`config.mk`:
```
export PLATFORM = sky130hd
export DESIGN_NAME = calc_top
export DESIGN_NICKNAME = d
export VERILOG_FILES = /design/src/calc_pkg.sv /design/src/calc_top.sv /design/src/calc_ctrl.sv /design/src/calc_accum.sv /design/src/calc_regs.sv
export SDC_FILE = /design/constraint.sdc
export NUM_CORES = 1
export LEC_CHECK = 0
export BUFFER_PORTS_ARGS = -buffer_cell sky130_fd_sc_hd__buf_2
export CORE_MARGIN = 10
export CORE_UTILIZATION = 50
export DETAILED_ROUTE_END_ITERATION = 7
export GPL_TIMING_DRIVEN = 0
export PLACE_DENSITY = 0.65
export SYNTH_ARGS = -nofsm -noshare
export SYNTH_HDL_FRONTEND = slang
export SYNTH_SLANG_ARGS = --single-unit
```
`constraint.sdc`:
```
create_clock -name clk -period 11.9 [get_ports clk]
set_input_delay 1.785 -clock clk [delete_from_list [all_inputs] [get_ports clk]]
set_output_delay 1.785 -clock clk [all_outputs]
set_load 0.02 [all_outputs]
```
`src/calc_pkg.sv`:
```
// pinwheel calculator definitions
package calc_pkg;

  //////////////////// widths

  localparam int CALC_BITS     = 32;                // word width, 4 or more
  localparam int CALC_CNT_BITS = $clog2(CALC_BITS); // loop counter width

  typedef logic [CALC_BITS-1:0]     calc_word_t;    // one data word
  typedef logic [2*CALC_BITS-1:0]   calc_dword_t;   // Y and A width
  typedef logic [CALC_CNT_BITS-1:0] calc_cnt_t;

  //////////////////// commands

  typedef enum logic [2:0] {
    CALC_OP_ADD = 3'h0,  // sum, one word
    CALC_OP_SUB = 3'h1,  // difference, one word
    CALC_OP_MUL = 3'h2,  // product lo then hi
    CALC_OP_DIV = 3'h3   // quotient then remainder
  } calc_op_t;           // codes 4..7 run as add

  // bus register index
  typedef enum logic [2:0] {
    REG_ZERO = 3'h0,     // reads zero, never written
    REG_X    = 3'h1,     // counter
    REG_Y_LO = 3'h2,     // carriage
    REG_Y_HI = 3'h3,
    REG_A_LO = 3'h4,     // accumulator
    REG_A_HI = 3'h5,
    REG_Z    = 3'h6      // output word
  } calc_reg_t;

  typedef enum logic [1:0] {
    XOP_NOP = 2'h0,
    XOP_SHL = 2'h1,      // shin bit enters at bit 0
    XOP_SHR = 2'h2       // logical
  } calc_xop_t;

  typedef enum logic [1:0] {
    YOP_NOP = 2'h0,
    YOP_SHL = 2'h1,      // double width
    YOP_SHR = 2'h2,      // double width
    YOP_SHW = 2'h3       // lo word up by one word less one bit
  } calc_yop_t;

  //////////////////// sequencer

  typedef enum logic [3:0] {
    PH_RDY     = 4'h0,   // idle, operands load on start
    PH_START   = 4'h1,   // dispatch on command
    PH_ADD1    = 4'h2,
    PH_SUB1    = 4'h3,
    PH_MULLOOP = 4'h4,   // shift and add
    PH_MULOUT  = 4'h5,
    PH_DIVLOOP = 4'h6,   // restoring divide
    PH_DIVOUT  = 4'h7,
    PH_OUPA    = 4'h8,   // single word from A
    PH_OUP2A   = 4'h9,   // A lo shown, A hi next
    PH_OUP2B   = 4'ha,   // X shown, A lo next
    PH_OUPW    = 4'hb    // last word handshake
  } calc_phase_t;

endpackage
```
`src/calc_top.sv`:
```
// pinwheel calculator top
`timescale 1ns/1ps

module calc_top (
  input  logic                 clk,
  input  logic                 rst_n,
  input  calc_pkg::calc_word_t i_x,
  input  calc_pkg::calc_word_t i_y,
  input  calc_pkg::calc_op_t   i_op,
  input  logic                 i_start_v,
  output logic                 o_ready_e,
  output calc_pkg::calc_word_t o_result,
  output logic                 o_done_v,
  input  logic                 i_output_e
);
  import calc_pkg::*;

  // sequencer controls
  logic        load;
  calc_reg_t   rreg, wreg;
  calc_xop_t   xop;
  logic        x_shin;
  calc_yop_t   yop;
  logic        a_do, a_sub, a_clr, a_exec;

  // datapath status and cross links
  logic        carry, x_lsb;
  calc_word_t  bus;
  calc_dword_t y;
  calc_word_t  a_lo, a_hi;

  calc_ctrl u_ctrl (
    .clk        (clk),
    .rst_n      (rst_n),
    .i_op       (i_op),
    .i_start_v  (i_start_v),
    .i_output_e (i_output_e),
    .i_carry    (carry),
    .i_x_lsb    (x_lsb),
    .o_ready_e  (o_ready_e),
    .o_done_v   (o_done_v),
    .o_load     (load),
    .o_rreg     (rreg),
    .o_wreg     (wreg),
    .o_xop      (xop),
    .o_x_shin   (x_shin),
    .o_yop      (yop),
    .o_a_do     (a_do),
    .o_a_sub    (a_sub),
    .o_a_clr    (a_clr),
    .o_a_exec   (a_exec)
  );

  calc_regs u_regs (
    .clk      (clk),
    .rst_n    (rst_n),
    .i_x      (i_x),
    .i_y      (i_y),
    .i_load   (load),
    .i_rreg   (rreg),
    .i_wreg   (wreg),
    .i_xop    (xop),
    .i_x_shin (x_shin),
    .i_yop    (yop),
    .i_a_lo   (a_lo),
    .i_a_hi   (a_hi),
    .o_bus    (bus),
    .o_y      (y),
    .o_x_lsb  (x_lsb),
    .o_result (o_result)
  );

  calc_accum u_accum (
    .clk     (clk),
    .rst_n   (rst_n),
    .i_bus   (bus),
    .i_wreg  (wreg),
    .i_y     (y),
    .i_do    (a_do),
    .i_sub   (a_sub),
    .i_clr   (a_clr),
    .i_exec  (a_exec),
    .o_a_lo  (a_lo),
    .o_a_hi  (a_hi),
    .o_carry (carry)
  );

endmodule

```
`src/calc_ctrl.sv`:
```
// calculator sequencer
`timescale 1ns/1ps

module calc_ctrl (
  input  logic                clk,
  input  logic                rst_n,
  input  calc_pkg::calc_op_t  i_op,
  input  logic                i_start_v,
  input  logic                i_output_e,  // consumer accept
  input  logic                i_carry,     // from accumulator adder
  input  logic                i_x_lsb,     // multiplier bit
  output logic                o_ready_e,
  output logic                o_done_v,
  output logic                o_load,
  output calc_pkg::calc_reg_t o_rreg,
  output calc_pkg::calc_reg_t o_wreg,
  output calc_pkg::calc_xop_t o_xop,
  output logic                o_x_shin,
  output calc_pkg::calc_yop_t o_yop,
  output logic                o_a_do,
  output logic                o_a_sub,
  output logic                o_a_clr,
  output logic                o_a_exec
);
  import calc_pkg::*;

  calc_phase_t curph_q, curph_d;
  calc_op_t    curop_q, curop_d;  // latched command
  calc_cnt_t   cnt_q, cnt_d;      // loop iterations left
  logic        done_v_d;
  logic        accept;            // word taken this edge

  assign accept    = o_done_v & i_output_e;
  assign o_ready_e = (curph_q == PH_RDY);

  always_ff @(posedge clk or negedge rst_n) begin
    if (!rst_n) begin
      curph_q  <= PH_RDY;
      curop_q  <= CALC_OP_ADD;
      cnt_q    <= calc_cnt_t'(CALC_BITS-1);
      o_done_v <= 1'b0;
    end else begin
      curph_q  <= curph_d;
      curop_q  <= curop_d;
      cnt_q    <= cnt_d;
      o_done_v <= done_v_d;
    end
  end

  //////////////////// phases

  always_comb begin
    curph_d  = curph_q;
    curop_d  = curop_q;
    cnt_d    = cnt_q;
    done_v_d = 1'b0;
    o_load   = 1'b0;
    o_rreg   = REG_ZERO;  // idle bus
    o_wreg   = REG_ZERO;
    o_xop    = XOP_NOP;
    o_x_shin = 1'b0;
    o_yop    = YOP_NOP;
    o_a_do   = 1'b0;
    o_a_sub  = 1'b0;
    o_a_clr  = 1'b0;
    o_a_exec = 1'b0;

    case (curph_q)
      PH_RDY: begin
        o_a_do  = 1'b1;      // keep A clear
        o_a_clr = 1'b1;
        o_wreg  = REG_Y_HI;  // Y hi from the zero reg
        if (i_start_v) begin
          o_load  = 1'b1;
          curop_d = i_op;
          curph_d = PH_START;
        end
      end

      PH_START: begin
        case (curop_q)
          CALC_OP_MUL: curph_d = PH_MULLOOP;  // A already zero
          CALC_OP_DIV: begin
            o_yop   = YOP_SHW;   // align divisor
            o_rreg  = REG_X;     // dividend into A
            o_wreg  = REG_A_LO;
            curph_d = PH_DIVLOOP;
          end
          CALC_OP_SUB: begin
            o_rreg  = REG_X;
            o_wreg  = REG_A_LO;
            curph_d = PH_SUB1;
          end
          default: begin         // add and spare codes
            o_rreg  = REG_X;
            o_wreg  = REG_A_LO;
            curph_d = PH_ADD1;
          end
        endcase
      end

      PH_ADD1, PH_SUB1: begin
        o_a_do   = 1'b1;
        o_a_exec = 1'b1;
        o_a_sub  = (curph_q == PH_SUB1);
        curph_d  = PH_OUPA;
      end

      // shift and add, Y walks up while X walks down
      PH_MULLOOP: begin
        o_a_do   = i_x_lsb;
        o_a_exec = 1'b1;
        o_yop    = YOP_SHL;
        o_xop    = XOP_SHR;
        if (cnt_q == '0) begin
          cnt_d   = calc_cnt_t'(CALC_BITS-1);
          curph_d = PH_MULOUT;
        end else begin
          cnt_d = cnt_q - 1'b1;
        end
      end

      PH_MULOUT: begin
        o_rreg  = REG_A_LO;  // product lo into Z
        o_wreg  = REG_Z;
        curph_d = PH_OUP2A;
      end

      // trial subtract, result kept only without borrow
      PH_DIVLOOP: begin
        o_a_sub  = 1'b1;
        o_a_exec = 1'b1;
        o_a_do   = i_carry;
        o_x_shin = i_carry;  // quotient bit
        o_xop    = XOP_SHL;
        if (cnt_q == '0) begin
          cnt_d   = calc_cnt_t'(CALC_BITS-1);
          curph_d = PH_DIVOUT;
        end else begin
          o_yop = YOP_SHR;  // next lower multiple
          cnt_d = cnt_q - 1'b1;
        end
      end

      PH_DIVOUT: begin
        o_rreg  = REG_X;  // quotient into Z
        o_wreg  = REG_Z;
        curph_d = PH_OUP2B;
      end

      //////////////////// output

      PH_OUPA: begin
        o_rreg   = REG_A_LO;
        o_wreg   = REG_Z;
        done_v_d = 1'b1;
        curph_d  = PH_OUPW;
      end

      // first word held in Z until taken, then the second
      PH_OUP2A, PH_OUP2B: begin
        done_v_d = 1'b1;
        if (accept) begin
          o_rreg  = (curph_q == PH_OUP2A) ? REG_A_HI : REG_A_LO;
          o_wreg  = REG_Z;
          curph_d = PH_OUPW;
        end
      end

      PH_OUPW: begin
        done_v_d = ~accept;
        if (accept) begin
          curph_d = PH_RDY;
        end
      end

      default: curph_d = PH_RDY;
    endcase
  end

  //////////////////// checks

  a_idle_no_done: assert property (@(posedge clk) disable iff (!rst_n)
    (curph_q == PH_RDY) |-> !o_done_v);

  // loop stays put until the counter runs out
  a_loop_exit: assert property (@(posedge clk) disable iff (!rst_n)
    ((curph_q == PH_MULLOOP || curph_q == PH_DIVLOOP) && cnt_q != '0) |=>
      (curph_q == $past(curph_q)));

endmodule

```
`src/calc_accum.sv`:
```
// double width accumulator
`timescale 1ns/1ps

module calc_accum (
  input  logic                  clk,
  input  logic                  rst_n,
  input  calc_pkg::calc_word_t  i_bus,
  input  calc_pkg::calc_reg_t   i_wreg,
  input  calc_pkg::calc_dword_t i_y,     // carriage
  input  logic                  i_do,    // update A
  input  logic                  i_sub,   // A - Y instead of A + Y
  input  logic                  i_clr,
  input  logic                  i_exec,  // take the adder result
  output calc_pkg::calc_word_t  o_a_lo,
  output calc_pkg::calc_word_t  o_a_hi,
  output logic                  o_carry  // no borrow when subtracting
);
  import calc_pkg::*;

  calc_dword_t          a_q, a_d;
  calc_dword_t          addend;
  logic [2*CALC_BITS:0] sum;     // one extra bit for carry
  logic                 lo_en, hi_en;

  //////////////////// adder

  assign addend  = i_sub ? ~i_y : i_y;  // twos complement with carry in
  assign sum     = {1'b0, a_q} + {1'b0, addend} + {{(2*CALC_BITS){1'b0}}, i_sub};
  assign o_carry = sum[2*CALC_BITS];

  //////////////////// update

  // later assignments win, clear on top
  always_comb begin
    a_d = a_q;
    if (i_wreg == REG_A_LO) begin
      a_d[CALC_BITS-1:0] = i_bus;
    end
    if (i_wreg == REG_A_HI) begin
      a_d[2*CALC_BITS-1:CALC_BITS] = i_bus;
    end
    if (i_exec) begin
      a_d = sum[2*CALC_BITS-1:0];
    end
    if (i_clr) begin
      a_d = '0;
    end
  end

  // a bus write opens its own half even without i_do
  assign lo_en = i_do | (i_wreg == REG_A_LO);
  assign hi_en = i_do | (i_wreg == REG_A_HI);

  always_ff @(posedge clk or negedge rst_n) begin
    if (!rst_n) begin
      a_q <= '0;
    end else begin
      if (lo_en) begin
        a_q[CALC_BITS-1:0] <= a_d[CALC_BITS-1:0];
      end
      if (hi_en) begin
        a_q[2*CALC_BITS-1:CALC_BITS] <= a_d[2*CALC_BITS-1:CALC_BITS];
      end
    end
  end

  assign o_a_lo = a_q[CALC_BITS-1:0];
  assign o_a_hi = a_q[2*CALC_BITS-1:CALC_BITS];

  // inverted carriage is meaningless unless the sum is used
  a_sub_exec: assert property (@(posedge clk) disable iff (!rst_n)
    i_sub |-> i_exec);

endmodule

```
`src/calc_regs.sv`:
```
// counter, carriage and output registers
`timescale 1ns/1ps

module calc_regs (
  input  logic                  clk,
  input  logic                  rst_n,
  input  calc_pkg::calc_word_t  i_x,       // operand x
  input  calc_pkg::calc_word_t  i_y,       // operand y
  input  logic                  i_load,    // take operands
  input  calc_pkg::calc_reg_t   i_rreg,    // bus source
  input  calc_pkg::calc_reg_t   i_wreg,    // bus sink
  input  calc_pkg::calc_xop_t   i_xop,
  input  logic                  i_x_shin,
  input  calc_pkg::calc_yop_t   i_yop,
  input  calc_pkg::calc_word_t  i_a_lo,    // accumulator halves for the mux
  input  calc_pkg::calc_word_t  i_a_hi,
  output calc_pkg::calc_word_t  o_bus,
  output calc_pkg::calc_dword_t o_y,
  output logic                  o_x_lsb,
  output calc_pkg::calc_word_t  o_result
);
  import calc_pkg::*;

  calc_word_t  x_q, x_d;   // counter
  calc_dword_t y_q, y_d;   // carriage
  calc_word_t  z_q, z_d;   // output

  //////////////////// bus

  // single word transfer mux
  always_comb begin
    case (i_rreg)
      REG_X:    o_bus = x_q;
      REG_Y_LO: o_bus = y_q[CALC_BITS-1:0];
      REG_Y_HI: o_bus = y_q[2*CALC_BITS-1:CALC_BITS];
      REG_A_LO: o_bus = i_a_lo;
      REG_A_HI: o_bus = i_a_hi;
      REG_Z:    o_bus = z_q;
      default:  o_bus = '0;  // REG_ZERO
    endcase
  end

  //////////////////// next state

  // X: bus write, then shift, then load
  always_comb begin
    x_d = x_q;
    if (i_wreg == REG_X) begin
      x_d = o_bus;
    end
    case (i_xop)
      XOP_SHL: x_d = {x_q[CALC_BITS-2:0], i_x_shin};  // quotient bit in
      XOP_SHR: x_d = {1'b0, x_q[CALC_BITS-1:1]};      // multiplier out
      default: ;
    endcase
    if (i_load) begin
      x_d = i_x;
    end
  end

  // Y: either half from bus, shifts act on both halves
  always_comb begin
    y_d = y_q;
    if (i_wreg == REG_Y_LO) begin
      y_d[CALC_BITS-1:0] = o_bus;
    end
    if (i_wreg == REG_Y_HI) begin
      y_d[2*CALC_BITS-1:CALC_BITS] = o_bus;
    end
    case (i_yop)
      YOP_SHL: y_d = {y_q[2*CALC_BITS-2:0], 1'b0};
      YOP_SHR: y_d = {1'b0, y_q[2*CALC_BITS-1:1]};
      // divisor lined up under the dividend msb
      YOP_SHW: y_d = {1'b0, y_q[CALC_BITS-1:0], {(CALC_BITS-1){1'b0}}};
      default: ;
    endcase
    if (i_load) begin
      y_d = {{CALC_BITS{1'b0}}, i_y};  // hi half cleared
    end
  end

  assign z_d = (i_wreg == REG_Z) ? o_bus : z_q;  // only ever fed from bus

  always_ff @(posedge clk or negedge rst_n) begin
    if (!rst_n) begin
      x_q <= '0;
      y_q <= '0;
      z_q <= '0;
    end else begin
      x_q <= x_d;
      y_q <= y_d;
      z_q <= z_d;
    end
  end

  assign o_y      = y_q;
  assign o_x_lsb  = x_q[0];
  assign o_result = z_q;

  //////////////////// checks

  // Z is a sink, never copied back out to nowhere
  a_z_read: assert property (@(posedge clk) disable iff (!rst_n)
    (i_wreg == REG_ZERO) |-> (i_rreg != REG_Z));

  // operand load only from idle, no shifting then
  a_load_quiet: assert property (@(posedge clk) disable iff (!rst_n)
    i_load |-> (i_xop == XOP_NOP) && (i_yop == YOP_NOP));

endmodule

```
==> results of run 1 <==
sequential cells by signal (all words and copies together) (netlist names):
name,cells
u_accum.a_q,64
u_ctrl.o_done_v,1
u_regs.o_result,32
u_ctrl.curph_q,4
u_ctrl.curop_q,3
u_ctrl.cnt_q,5
u_regs.o_y,64
u_regs.x_q,32
tightest hold or removal path, cell delays in order, from the launching register on:
cell     delay (ns)
dfstp_2        0.37
inv_1          0.06
mux2i_1        0.06
cell type report:
type | instances | share of cell area
buffer | 154 | 0.03469
clock buffer | 42 | 0.04566
clock inverter | 5 | 0.001995
inverter | 28 | 0.005984
multi-input combinational | 1468 | 0.5593
sequential | 205 | 0.2924
tap | 396 | 0.02821
timing repair buffer | 105 | 0.03177
path summary, 6_finish.rpt:
path | start | slack [ns] | end
hold / removal | u_ctrl.cnt_q[1] | 0.50 | u_ctrl.cnt_q[1]
setup reg to reg | u_ctrl.curph_q[1] | 5.80 | u_accum.a_q[5]
min in group asynchronous | rst_n | 1.27 | u_regs.x_q[27]
max in group asynchronous | rst_n | 9.56 | u_regs.o_y[38]
setup / recovery | u_ctrl.curph_q[1] | 5.80 | u_accum.a_q[5]
hold reg to reg | u_ctrl.cnt_q[1] | 0.50 | u_ctrl.cnt_q[1]
cells in the mapped netlist (11+ instances only):
cell type and count:
a221oi_1 61, a21o_1 21, or3_1 12, buf_1 11
xnor2_1 84, clkbuf_1 133, a22o_1 41, dfrtp_1 200
a211oi_1 75, and3_1 14, a31oi_1 17, xor2_1 27
mux2_4 29, nand2_1 194, nor2_1 132, nand3_1 37
ha_1 71, nor3_1 23, a21oi_1 190, a222oi_1 33
o21bai_1 15, o21ai_0 144, o211ai_1 12, and2_1 11
nand4_1 14, o21a_1 12, a22oi_1 60, nand2b_1 14
inv_1 26
power groups by stage:
| stage | registers [uW] | clock network [uW] | logic [uW] |
|---|---|---|---|
| 2_1_floorplan | 1310 | 0 | 2260 |
| 3_3_place_gp | 1390 | 0 | 3170 |
| 3_5_place_dp | 1400 | 0 | 3200 |
| 4_1_cts | 1390 | 787 | 3210 |
| 5_1_grt | 1440 | 813 | 3580 |
| 6_report | 1410 | 781 | 3290 |
stage by stage:
stage / hold slack [ns] / instances / util / power, uW
4_1_cts: 0.5016 / 2403 / 0.5710 / 5392
6_report: 0.4970 / 2403 / 0.5712 / 5483
5_1_grt: 0.5255 / 2403 / 0.5712 / 5829
3_3_place_gp: 0.4816 / 2355 / 0.5426 / 4559
3_5_place_dp: 0.4925 / 2356 / 0.5438 / 4601
2_1_floorplan: 0.4528 / 1855 / - / 3569
cells by family after synthesis:
logic type | count (synthesis) | share of synthesized area
buffers and inverters | 182 | 0.04560
xor gates and xnor gates | 111 | 0.06205
DFF | 205 | 0.3278
and+or+nand+nor | 485 | 0.1399
muxes | 44 | 0.03785
AOI/OAI and AO/OA | 755 | 0.3281
adders and majority gates | 73 | 0.05862
per-layer routing:
layer | share of wire | routed length [um]
met2 | 0.45 | 27690
met1 | 0.42 | 26400
met5 | 0.00011 | 7
met3 | 0.098 | 6111
met4 | 0.032 | 1997
==> metrics.yaml, run 1 <==
outcome:
  status: "complete, but fails checks"
  violations: "slew limit"
logic_synthesis:
  syn-num-nets: 1998
  ys_types: 85
  ys_warn_count: 0
  synthArstFlopShare: 1.000
  seq_area_frac_synth: 0.3278
  synth_top_area_frac: 0.3194
  yosysTopAreaCell: "dfrtp_1"
  synth_edf_count: 0
  ys_ff_latch: 205
  synth.area.top_cells: "dfrtp_1 32%, a21oi_1 6.1%, ha_1 5.7%"
  netlist_area_um2: 15670
  syn_area_per_cell_um2: 8.446
  synth_ff_type: "dfrtp_1"
  syn_inst: 1855
global_routing:
  globalRouteTotalUtil: 0.3096
  use_met3: 0.04293
  grt_first_pass_wirelength_um: 93320
  grt_util_met2: 0.4889
  grt_pass1_vias: 15295
  antenna_found_initial: 1
  busiest_layer: "met2"
  grt_overflow: 0
  grt_max_degree: 106
  met1_usage: 0.4284
cells_and_area:
  final_area_um2: 17560
  nets: 2131
  seq_area_um2: 5136
  syn_to_final_growth_pct: 12.11
  layout_commonest_cell: "dfrtp_1"
  drive_above_1_share: 0.1071
  nFillCells: 2862
  final_cell_mix: "200 x dfrtp_1, 194 x nand2_1, 190 x a21oi_1"
  multi_input_area_um2: 9823
  num_antenna_cells: 0
die:
  fp.dieH_um: 197.0
  die_x_um: 197.0
  die_area_um2: 38810
  coreArea_um2: 30750
  io_pins: 105
  start_util: 0.5095
  fp-row-count: 64
clock_tree:
  cts_made_buffers: 26
  numClockSinks: 205
  cts_tree: "built"
  post_cts_resized: 0
  clockBufferDepth: 3
  cts_hold_buf: 0
  insertion_delay_ns: 0.55
  cts.reportedPaths.clkPinSlew_ns: 0.06
  cts-htree-levels: 1
  postCtsSetupBuffers: 0
  cts_root_buf: "clkbuf_16"
worst_setup_path:
  cp-start-kind: "flop"
  endpoint_kind: "flop"
  max_stage_delay_ns: 0.69
  crit_path_frequent_cell: "clkbuf_1"
  worstSetupPathType: "flop to flop"
  cp_slowest_cell: "buf_1"
  crit_arrival_ns: 6.52
  path_cells: "clkbuf_1 > clkbuf_1 > nand3_1 > clkbuf_1 > buf_1 > xnor2_1 > fa_1 > a21oi_1 > o211ai_2 > a2111oi_4 > nor4b_2 > o311ai_2 > o21ai_2 > a211oi_4 > nand2_2 > buf_6 > mux2_4"
  critPathMaxFanout: 10
  crit_family: "buffers and inverters"
  crit_buf_inv: 5
  path_depth: 17
  cp.required_ns: 12.33
  r2r_cells: 17
sta:
  tightest_slew_ns: 1.556
  final-setup-viol-count: 0
  tns_ns: 0
  timing.fmax_ghz: 0.1640
  rsz0062_at_grt: "no"
  hold_viol_final: 0
  fin_crit_sh: 0.5125
  worst_slack_ns: 5.802
  slew_headroom: -0.03734
  slew_violations: 15
  skew_ns: 0.01599
  min_period_ns: 6.098
pwr:
  comb_power_share: 0.600
  switchingPower_uw: 2826
  p_per_area_nw_per_um2: 312.2
  p_int_uw: 2657
  clockPowerShare: 0.142
  vdd_drop_max_v: 0.0001346
  pwr-share-seq: 0.258
  switching_share: 0.5153
  p_leak_uw: 0.007593
place:
  post-place-ws_ns: 5.907
  placed_area_um2: 16720
  port-buffer-count: 104
  hpwl_um: 49380
  gp_congestion: 0.9906
job:
  cap_violations: 0
detailed_routing:
  wire_per_inst_um: 25.89
  drt_iter0_markers: 1652
  first_pass_iters: 6
  ant_nets: 0
  via_count: 16042
  via_per_inst: 6.676
  drcViolationCount: 0
  wirelength_um: 62200
hold_path:
  hold_path_class: "flop to flop"
  timing.hold.worst_path_depth: 2
(Power assumes the default switching activity.)
==> run 2, diff against run 1 <==
--- a/config.mk
+++ b/config.mk
@@ -10,7 +10,7 @@
 export CORE_UTILIZATION = 50
 export DETAILED_ROUTE_END_ITERATION = 7
 export GPL_TIMING_DRIVEN = 0
-export PLACE_DENSITY = 0.65
+export PLACE_DENSITY = 0.68
 export SYNTH_ARGS = -nofsm -noshare
 export SYNTH_HDL_FRONTEND = slang
 export SYNTH_SLANG_ARGS = --single-unit
==> constraint.sdc (replaced) <==
create_clock -name clk -period 5.13 [get_ports clk]
set_input_delay 0.7695 -clock clk [delete_from_list [all_inputs] [get_ports clk]]
set_output_delay 0.7695 -clock clk [all_outputs]
set_load 0.02 [all_outputs]
==> metrics.yaml, run 2 (synthesis results as in run 1) <==
clock_tree:
  cts.reportedPaths.clkPinSlew_ns: 0.06  # about the same
  cts_root_buf: "clkbuf_16"
  cts_hold_buf: 0  # unchanged
  insertion_delay_ns: 0.56  # about the same
  cts_tree: "built"
  cts-htree-levels: 1  # unchanged
  clockBufferDepth: 3  # unchanged
  numClockSinks: 205  # unchanged
  cts_made_buffers: 26  # unchanged
detailed_routing:
  ant_nets: 0  # unchanged
  first_pass_iters: 8  # +2
  via_count: 16111  # +0.43%
  wirelength_um: 61530  # -1.1%
  drcViolationCount: 0  # unchanged
  via_per_inst: 6.696  # +0.30%
  drt_iter0_markers: 1726  # +4.5%
  wire_per_inst_um: 25.57  # -1.2%
sta:
  min_period_ns: 5.007  # -1.092 ns
  timing.fmax_ghz: 0.1997  # +22%
  final-setup-viol-count: 0  # unchanged
  hold_viol_final: 0  # unchanged
  hold_ws_ns: 0.2743  # -0.2228 ns
  worst_slack_ns: 0.1235  # -5.678 ns
  fin_crit_sh: 0.9759  # +0.4635
  slew_violations: 10  # -5
  slew_headroom: -0.05422  # -0.01688
  tightest_slew_ns: 1.567  # +0.01087 ns
  skew_ns: 0.01795  # +0.001964 ns
hold_path:
  hold_path_class: "input port to asynchronous set/reset pin"
outcome:
  violations: "capacitance limit, slew limit"
  status: "complete, but fails checks"
die:
  coreArea_um2: 30750  # unchanged
  die_x_um: 197.0  # unchanged
  fp.dieH_um: 197.0  # unchanged
  start_util: 0.5095  # unchanged
  die_area_um2: 38810  # unchanged
  fp-row-count: 64  # unchanged
  io_pins: 105  # unchanged
pwr:
  p_per_area_nw_per_um2: 730.3  # +130%
  p_leak_uw: 0.007728  # +1.8%
  vdd_drop_max_v: 0.0003315  # +150%
worst_setup_path:
  crit_arrival_ns: 5.50  # -1.02 ns
  critPathMaxFanout: 10  # unchanged
  cp.required_ns: 5.62  # -6.71 ns
  cp-start-kind: "flop"
  worstSetupPathType: "flop to flop"
  endpoint_kind: "flop"
cells_and_area:
  nets: 2133  # +0.094%
  nFillCells: 2861  # -0.035%
  final_cell_mix: "200 x dfrtp_1, 194 x nand2_1, 188 x a21oi_1"
  layout_commonest_cell: "dfrtp_1"
  syn_to_final_growth_pct: 13.50
  drive_above_1_share: 0.1209  # +0.01377
  num_antenna_cells: 0  # unchanged
global_routing:
  grt_first_pass_wirelength_um: 92220  # -1.2%
  grt_overflow: 0  # unchanged
  globalRouteTotalUtil: 0.3055  # -0.004116
  grt_max_degree: 108  # +1.9%
  grt_pass1_vias: 15300  # +0.033%
  antenna_found_initial: 0  # -1
place:
  hpwl_um: 48200  # -2.4%
  post-place-ws_ns: -0.8597  # -6.767 ns
  gp_congestion: 1.022  # +3.2%
  port-buffer-count: 104  # unchanged
job:
  cap_violations: 1  # +1
[run 2: changes by cell type in the layout (fill, tap and decap cells not counted), sizes merged]
cell / previous run / this run
bufinv: 0 / 3
clkinv: 4 / 6
clkbuf: 175 / 173
[run 2: power by group]
part / total [uW] / leakage, uW / switching, uW / internal, uW
Sequential: 3290 / 0.00262 / 967 / 2320
Clock: 2010 / 0.000455 / 793 / 1210
Combinational: 7690 / 0.00465 / 4860 / 2830
[run 2: layout make-up]
class / count / area, um^2 / area share
Tap cell: 396 / 495.5 / 0.02786
Timing Repair Buffer: 108 / 590.6 / 0.03321
Clock buffer: 38 / 787.0 / 0.04426
Multi-Input combinational cell: 1468 / 9902 / 0.5568
Inverter: 28 / 105.1 / 0.005910
Clock inverter: 10 / 135.1 / 0.007599
Sequential cell: 205 / 5136 / 0.2888
Buffer: 153 / 631.9 / 0.03553
[run 2: what timing repair did]
item	4_1_cts	5_1_grt
endpoints found under the setup margin	65	64
gates resized for setup	15	18
setup buffers	1	1
pin swaps	1	1
[run 2: final timing paths]
check,from,endpoint,slack [ns],depth (start not counted)
min in group clk,i_op[1],u_ctrl.curop_q[1],0.40,3
max in group asynchronous,rst_n,u_regs.o_y[24],3.81,2
max,u_ctrl.curph_q[0],u_accum.a_q[59],0.12,16
max reg2reg,u_ctrl.curph_q[0],u_accum.a_q[59],0.12,16
min reg2reg,u_ctrl.cnt_q[1],u_ctrl.cnt_q[1],0.49,2
min,rst_n,u_regs.x_q[26],0.27,1
[run 2: critical path, cell delays in order, from the launching register on]
cell and delay, ns:
dfrtp_1 0.36, clkbuf_4 0.19, xor2_2 0.25, nand3_2 0.17, buf_2 0.24, buf_4 0.23
xnor2_2 0.33, ha_1 0.34, and4bb_2 0.25, a21oi_1 0.36, o211ai_1 0.35, or3_1 0.50
a21oi_1 0.36, o21ai_1 0.33, and4b_1 0.28, nor3_1 0.23, a22o_1 0.16
[run 2: metal layers]
metal  global-route usage  up-vias  part of all wire
li1                     -     7291                 -
met1               0.4098     7803              0.42
met2               0.4800      877              0.45
met3              0.06269      140             0.096
met4               0.1060        0             0.035
met5                    0        -                 0
[run 2: per-stage QoR]
step	total power (uW)	setup TNS, ns	cell area (um^2)	cells	util
after floorplan	8280	0	15670	1855	-
after global placement	10500	-119.53	16680	2355	0.5426
after detailed placement	10630	-48.35	16720	2356	0.5438
after CTS	12690	0	17700	2405	0.5756
after global routing	13760	-0.06676	17780	2406	0.5783
final	12990	0	17780	2406	0.5783
